**src/hdl/ov5640_init_table.svh**
```systemverilog
`ifndef OV5640_INIT_TABLE_SVH
`define OV5640_INIT_TABLE_SVH

// Power-up register writes for the OV5640, {addr[15:0], value[7:0]} per entry
// Clock, reset, power-down, PLL and analog front end setup
localparam reg_entry_t INIT_TABLE [0:REG_NUM-1] = '{
    24'h3103_11,    // Sysclk taken from pad
    24'h3008_82,    // Software reset
    24'h3008_42,    // Enter software power down
    24'h3103_03,    // Sysclk switched to PLL
    24'h3017_ff,    // Frex, vsync, href, pclk, d[9:6] drivers on
    24'h3018_ff,    // D[5:0] and gpio drivers on
    24'h3034_1a,    // MIPI 10 bit mode
    24'h3037_13,    // PLL root and pre divider
    24'h3108_01,    // Pclk and sclk root dividers
    24'h3630_36,
    24'h3631_0e,
    24'h3632_e2,
    24'h3633_12,
    24'h3621_e0,
    24'h3704_a0,
    24'h3703_5a,
    24'h3715_78,
    24'h3717_01,
    24'h370b_60,
    24'h3705_1a,
    24'h3905_02,
    24'h3906_10,
    24'h3901_0a,
    24'h3731_12,
    24'h3600_08,    // VCM setup
    24'h3601_33,
    24'h302d_60,    // System control
    24'h3620_52,
    24'h371b_20,
    24'h471c_50,
    24'h3a13_43,    // AEC pre-gain
    24'h3a18_00     // Gain ceiling high byte
};

`endif

```
**src/hdl/cmos_cfg_pkg.sv**
```systemverilog
`default_nettype none

package cmos_cfg_pkg;

    typedef logic [7:0]  byte_t;        // One SCCB byte
    typedef logic [15:0] reg_addr_t;    // Sensor register address
    typedef logic [23:0] reg_entry_t;   // {addr, value}
    typedef logic [3:0]  cmd_t;         // Byte master command bits

    // Bit 2 would be the read command, never used here
    localparam cmd_t CMD_START = 4'b0001;
    localparam cmd_t CMD_WRITE = 4'b0010;
    localparam cmd_t CMD_STOP  = 4'b1000;

    localparam byte_t SCCB_WRITE_ID = 8'h78;    // OV5640 write address

    localparam int REG_NUM = 32;

    typedef logic [$clog2(REG_NUM)-1:0] reg_idx_t;
    typedef logic [1:0]                 byte_phase_t;   // ID, addr hi, addr lo, data

    typedef enum logic [1:0] {
        WAIT_POWER,     // Sensor power-up window
        IDLE,
        ISSUE,          // Request one byte
        WAIT_BYTE       // Byte in flight on the bus
    } cfg_state_t;

    `include "ov5640_init_table.svh"

endpackage

`default_nettype wire

```
**src/hdl/power_up_timer.sv**
```systemverilog
`timescale 1ns/1ps
`default_nettype none

module power_up_timer #(
    parameter int POWER_UP_CYCLES = 1_000_000   // 20 ms at 50 MHz
) (
    input  logic clk,
    input  logic rst_n,
    output logic expired
);

    localparam int CNT_W = (POWER_UP_CYCLES > 1) ? $clog2(POWER_UP_CYCLES) : 1;
    localparam logic [CNT_W-1:0] CNT_LAST = CNT_W'(POWER_UP_CYCLES - 1);

    logic [CNT_W-1:0] cnt;

    // Counts once after reset, then parks on the terminal value
    always_ff @(posedge clk or negedge rst_n) begin
        if (!rst_n) begin
            cnt <= '0;
        end else if (cnt != CNT_LAST) begin
            cnt <= cnt + 1'b1;
        end
    end

    assign expired = (cnt == CNT_LAST);    // Stays high once reached

endmodule

`default_nettype wire

```
**src/hdl/sccb_byte_sequencer.sv**
```systemverilog
`timescale 1ns/1ps
`default_nettype none

module sccb_byte_sequencer (
    input  logic                clk,
    input  logic                rst_n,
    input  logic                issue,
    input  logic                byte_ack,
    output logic                frame_last,
    output logic                table_last,
    output logic                req,
    output cmos_cfg_pkg::cmd_t  cmd,
    output cmos_cfg_pkg::byte_t dout
);

    import cmos_cfg_pkg::*;

    localparam reg_idx_t LAST_IDX = reg_idx_t'(REG_NUM - 1);

    reg_idx_t    idx;
    byte_phase_t phase;
    reg_entry_t  entry;
    reg_addr_t   entry_addr;
    byte_t       entry_val;
    cmd_t        cmd_nxt;
    byte_t       dout_nxt;

    assign entry      = INIT_TABLE[idx];
    assign entry_addr = entry[23:8];
    assign entry_val  = entry[7:0];

    assign frame_last = (phase == 2'd3);
    assign table_last = (idx == LAST_IDX);

    // Position in the table, moves on each acknowledged byte
    always_ff @(posedge clk or negedge rst_n) begin
        if (!rst_n) begin
            phase <= '0;
            idx   <= '0;
        end else if (byte_ack) begin
            if (frame_last) begin
                phase <= '0;
                if (!table_last) begin
                    idx <= idx + 1'b1;     // Last entry holds its index
                end
            end else begin
                phase <= phase + 1'b1;
            end
        end
    end

    // Framing of one register write
    always_comb begin
        case (phase)
            2'd0: begin
                cmd_nxt  = CMD_START | CMD_WRITE;
                dout_nxt = SCCB_WRITE_ID;
            end
            2'd1: begin
                cmd_nxt  = CMD_WRITE;
                dout_nxt = entry_addr[15:8];
            end
            2'd2: begin
                cmd_nxt  = CMD_WRITE;
                dout_nxt = entry_addr[7:0];
            end
            default: begin
                cmd_nxt  = CMD_STOP | CMD_WRITE;
                dout_nxt = entry_val;
            end
        endcase
    end

    // One-cycle command, zero otherwise
    always_ff @(posedge clk or negedge rst_n) begin
        if (!rst_n) begin
            req  <= 1'b0;
            cmd  <= '0;
            dout <= '0;
        end else if (issue) begin
            req  <= 1'b1;
            cmd  <= cmd_nxt;
            dout <= dout_nxt;
        end else begin
            req  <= 1'b0;
            cmd  <= '0;
            dout <= '0;
        end
    end

endmodule

`default_nettype wire

```
**src/hdl/cmos_config_ctrl.sv**
```systemverilog
`timescale 1ns/1ps
`default_nettype none

module cmos_config_ctrl (
    input  logic clk,
    input  logic rst_n,
    input  logic expired,
    input  logic done,
    input  logic frame_last,
    input  logic table_last,
    output logic issue,
    output logic byte_ack,
    output logic config_done
);

    import cmos_cfg_pkg::*;

    cfg_state_t state;
    cfg_state_t state_nxt;
    logic       table_end;

    assign issue     = (state == ISSUE);
    assign byte_ack  = (state == WAIT_BYTE) && done;   // Stray done ignored
    assign table_end = byte_ack && frame_last && table_last;

    always_ff @(posedge clk or negedge rst_n) begin
        if (!rst_n) begin
            state <= WAIT_POWER;
        end else begin
            state <= state_nxt;
        end
    end

    always_comb begin
        state_nxt = state;
        case (state)
            WAIT_POWER: begin
                if (expired) begin
                    state_nxt = IDLE;
                end
            end
            IDLE: begin
                if (!config_done) begin
                    state_nxt = ISSUE;     // Parked here for good once done
                end
            end
            ISSUE: begin
                state_nxt = WAIT_BYTE;
            end
            WAIT_BYTE: begin
                if (byte_ack) begin
                    // Entry boundary goes back through IDLE
                    state_nxt = frame_last ? IDLE : ISSUE;
                end
            end
            default: begin
                state_nxt = IDLE;
            end
        endcase
    end

    // Sticky until reset
    always_ff @(posedge clk or negedge rst_n) begin
        if (!rst_n) begin
            config_done <= 1'b0;
        end else if (table_end) begin
            config_done <= 1'b1;
        end
    end

endmodule

`default_nettype wire

```
**src/hdl/cmos_config.sv**
```systemverilog
`timescale 1ns/1ps
`default_nettype none

module cmos_config #(
    parameter int POWER_UP_CYCLES = 1_000_000
) (
    input  logic                clk,
    input  logic                rst_n,
    output logic                req,
    output cmos_cfg_pkg::cmd_t  cmd,
    output cmos_cfg_pkg::byte_t dout,
    input  logic                done,
    output logic                config_done
);

    logic expired;
    logic issue;
    logic byte_ack;
    logic frame_last;
    logic table_last;

    power_up_timer #(
        .POWER_UP_CYCLES (POWER_UP_CYCLES)
    ) u_timer (
        .clk     (clk),
        .rst_n   (rst_n),
        .expired (expired)
    );

    cmos_config_ctrl u_ctrl (
        .clk         (clk),
        .rst_n       (rst_n),
        .expired     (expired),
        .done        (done),
        .frame_last  (frame_last),
        .table_last  (table_last),
        .issue       (issue),
        .byte_ack    (byte_ack),
        .config_done (config_done)
    );

    sccb_byte_sequencer u_seq (
        .clk        (clk),
        .rst_n      (rst_n),
        .issue      (issue),
        .byte_ack   (byte_ack),
        .frame_last (frame_last),
        .table_last (table_last),
        .req        (req),
        .cmd        (cmd),
        .dout       (dout)
    );

endmodule

`default_nettype wire

```
**config.mk**
```make
export PLATFORM = sky130hd
export DESIGN_NAME = cmos_config
export DESIGN_NICKNAME = d
export VERILOG_FILES = /design/src/hdl/cmos_cfg_pkg.sv /design/src/hdl/power_up_timer.sv /design/src/hdl/sccb_byte_sequencer.sv /design/src/hdl/cmos_config_ctrl.sv /design/src/hdl/cmos_config.sv
export VERILOG_INCLUDE_DIRS = /design/src /design/src/hdl
export SDC_FILE = /design/constraint.sdc
export NUM_CORES = 1
export LEC_CHECK = 0
export ABC_AREA = 0
export BUFFER_PORTS_ARGS = -buffer_cell sky130_fd_sc_hd__buf_2
export CAP_MARGIN = 40
export CORE_MARGIN = 10
export CORE_UTILIZATION = 55
export CTS_CLUSTER_DIAMETER = 80
export DETAILED_ROUTE_END_ITERATION = 7
export GPL_TIMING_DRIVEN = 0
export MAX_ROUTING_LAYER = met4
export PLACE_DENSITY = 0.85
export RECOVER_POWER = 100
export SLEW_MARGIN = 25
export SYNTH_ARGS = -nofsm -noshare
export SYNTH_HDL_FRONTEND = slang
export SYNTH_HIERARCHICAL = 1
export SYNTH_SLANG_ARGS = --single-unit
```
**constraint.sdc**
```tcl
create_clock -name clk -period 2 [get_ports clk]
set_input_delay 0.4 -clock clk [delete_from_list [all_inputs] [get_ports clk]]
set_output_delay 0.4 -clock clk [all_outputs]
set_load 0.05 [all_outputs]
```
==> impl_metrics.csv <==
group,metric,value,unit
outcome,status,"finished clean",
synth,synth-async-reset-ratio,1.00,
synth,synth_cell_types,74,
layout,layout-drive-gt1-share,0.203,
sta,setup_violations,0,
global_route,grt_max_degree,32,
global_route,met1_usage,0.201,
global_route,grt_util_met3,0.0416,
global_route,first_global_vias,2409,
layout,area_growth,12.5,%
clocking,insertion_delay,300,ps
power_and_ir_drop,p_int,2.43,mW
critical_path,slowest_delay,480,ps
power_and_ir_drop,powerDensity,1410,mW/mm²
clocking,cts_buffers,5,
critical_path,slowest_stage,"mux4_2",
power_and_ir_drop,power.share.switching,0.459,
global_route,grt_pass1_wl,11900,µm
floorplan,die_w,91.7,µm
critical_path,crit_buf_inv,3,
sta,slew_viol_final,0,
floorplan,io_pins,17,
power_and_ir_drop,leakagePower,1.37,nW
job,cap_viol_max_count,0,
sta,period_share,0.983,
synth,synth.most_common_cell,"dfrtp_1",
floorplan,die_h,91.7,µm
synth,synth_largest_area_cell,"dfrtp_1",
critical_path,worstPathArrival,2170,ps
power_and_ir_drop,combPwrFrac,0.577,
synth,synth_area,0.00283,mm²
power_and_ir_drop,clkPwrFrac,0.181,
clocking,clockBufferDepth,2,
floorplan,coreArea,0.00504,mm²
global_route,grt_use_met2,0.285,
layout,layout.nets,332,
floorplan,start_util,0.560,
detailed_routing,vias,2412,
critical_path,critical_path_class,"register to register",
placement,hpwlAfterDp,5030,µm
synth,synth_area_leaders,"dfrtp_1 36%, ha_1 6.6%, xnor2_1 3.7%",
synth,synth_top_area_share,0.363,
floorplan,die_area,0.00840,mm²
clocking,htree_levels,2,
min_path,worstHoldPathCells,3,
clocking,cts_root_buf,"clkbuf_8",
critical_path,r2r_cells,7,
power_and_ir_drop,irDropWorstVdd,0.777,mV
detailed_routing,first_pass_iters,5,
synth,syn_nets,303,
synth,yosysSeqAreaShare,0.363,
sta,fin_skew,12.7,ps
sta,fin_crit,1970,ps
critical_path,path_cells,"buf_6 > inv_4 > ha_1 > buf_2 > mux2i_1 > mux4_2 > a221oi_2",
detailed_routing,drc,0,
synth,synth_edf_count,0,
placement,place_inst,371,
synth,synth_flop_cell,"dfrtp_1",
critical_path,cp-end-kind,"register",
power_and_ir_drop,p_seq_frac,0.242,
synth,ys_seq_elements,41,
global_route,track_usage,0.177,
detailed_routing,drt_iter0_markers,304,
sta,max_freq,509,MHz
power_and_ir_drop,netSwitchingPower,2.06,mW
floorplan,placementRows,26,
placement,io_buffers,15,
synth,synth_area_per_cell,9.91,µm²
layout,stdcell_count,385,
critical_path,cp_num_cells,7,
detailed_routing,vias_per_cell,6.26,
global_route,antenna_found_initial,0,
detailed_routing,wirelength,7280,µm
critical_path,worstPathRequired,2210,ps
synth,synthCells,285,
synth,synth_commonest_cells,"41 x dfrtp_1, 20 x nand2_1, 15 x a21oi_1, 15 x ha_1",
global_route,grt-ovfl-total,0,
detailed_routing,ant_nets,0,
sta,hold_viol,0,
critical_path,startpoint_type,"register",
synth,ys_warn_count,6,
clocking,clock_sinks,41,
layout,antenna_cells,0,
power_and_ir_drop,power,4.49,mW
detailed_routing,wl_per_cell,18.9,µm
global_route,top_usage_layer,"met2",
critical_path,path_max_fanout,10,
min_path,hold_path_class,"input pin to register",
sta,relSlewSlack,0.559,
clocking,cts_tree,"yes",
critical_path,critical_path.top_delay_family,"multiplexers",
sta,tightest_slew,655,ps
clocking,clk_pin_slew_worst_paths,90,ps
placement,gpl.final_weighted_congestion,0.977,
sta,grt_setup_unrepaired,"yes",
==> placed cells by master (no fill, tap or decap), types with 6 or more instances in the layout <==
cell / synthesis / routed
inv_1: 13 / 11
o21ai_0: 7 / 7
nand3_1: 13 / 13
buf_4: 4 / 9
nand4_1: 6 / 7
buf_6: 6 / 8
a21oi_1: 15 / 15
clkbuf_1: 1 / 15
nand2_1: 20 / 20
ha_1: 15 / 14
buf_2: 9 / 9
dfrtp_1: 41 / 40
xnor2_1: 12 / 12
xor2_1: 6 / 6
nor2_1: 11 / 11
==> worst register-to-register path, delay by kind of cell (launching register included) <==
| kind | cells | cell delay [ps] |
|---|---|---|
| muxes | 2 | 600 |
| buffers and inverters | 3 | 510 |
| DFF | 1 | 400 |
| AOI/OAI and AO/OA | 1 | 240 |
| adders and majority gates | 1 | 140 |
==> flip-flops by register name (all words and copies together), names as in the netlist <==
signal              cells
u_ctrl/config_done      1
u_ctrl/state            2
u_seq/idx               5
u_seq/cmd               3
u_seq/phase             2
u_timer/cnt            20
u_seq/dout              8
==> layout make-up <==
| cell class | instances | area, µm² |
|---|---|---|
| multi-input cells | 208 | 1580 |
| inverters | 15 | 61.3 |
| repair buffers | 22 | 110 |
| clock buffers | 5 | 68.8 |
| fillers | 445 | 1860 |
| plain buffers | 21 | 174 |
| flip-flops and latches | 41 | 1030 |
| well taps | 70 | 87.6 |
| clock inverters | 3 | 68.8 |
==> logic make-up (layout without fill, tap and decap cells) <==
kind of cell | Yosys count | after routing | synth area share
AOI/OAI and AO/OA | 68 | 68 | 0.182
xor gates and xnor gates | 18 | 18 | 0.0558
adders and majority gates | 15 | 15 | 0.0664
buffers and inverters | 36 | 66 | 0.0771
DFF | 41 | 41 | 0.363
muxes | 9 | 9 | 0.0443
other | 1 | 1 | 0.00133
and+or+nand+nor | 97 | 97 | 0.210
==> worst paths after layout <==
check,startpoint,end,slack [ps]
min in group asynchronous,rst_n,u_seq/dout[4]$_DFF_PN0_,630
setup reg to reg,u_seq/idx[1]$_DFFE_PN0P_,u_seq/dout[4]$_DFF_PN0_,30
max in group asynchronous,rst_n,u_timer/cnt[9]$_DFFE_PN0P_,280
hold reg to reg,u_timer/cnt[19]$_DFFE_PN0P_,u_timer/cnt[19]$_DFFE_PN0P_,470
setup / recovery,u_seq/idx[1]$_DFFE_PN0P_,u_seq/dout[4]$_DFF_PN0_,30
hold / removal,done,u_ctrl/state[1]$_DFFE_PN0P_,440
==> metal layers <==
layer | vias up | wire length [µm]
met5 | - | 0
met1 | 1152 | 2940
li1 | 1103 | -
met4 | 0 | 206
met3 | 26 | 590
met2 | 131 | 3550
==> metrics by stage <==
stage | setup WS, ps | instance area, µm² | utilization | TNS [ps] | hold slack, ps
2_1_floorplan | 18.1 | 2830 | - | 0 | 104
3_3_place_gp | -269 | 2990 | 0.593 | -1080 | 451
3_5_place_dp | -245 | 3010 | 0.597 | -1040 | 306
4_1_cts | 18.1 | 3220 | 0.638 | 0 | 435
5_1_grt | -110 | 3180 | 0.630 | -307 | 441
6_report | 34.3 | 3180 | 0.630 | 0 | 439
==> what timing repair did <==
item | CTS | global route
setup buffers | 3 | 2
pin swaps | 2 | 2
hold endpoints to repair | 10 | 0
endpoints found under the setup margin | 11 | 9
resized for setup | 10 | 4
hold buffers | 1 | 0
==> power groups by stage <==
stage / Combinational [mW] / Clock (mW) / Sequential [mW]
after floorplan: 1.52 / 0 / 1.36
after global placement: 2.34 / 0 / 1.10
after detailed placement: 2.34 / 0 / 1.11
after CTS: 2.48 / 0.831 / 1.10
after global routing: 2.74 / 0.855 / 1.10
final: 2.59 / 0.811 / 1.09
No activity file was read; power rests on OpenSTA's default activity.
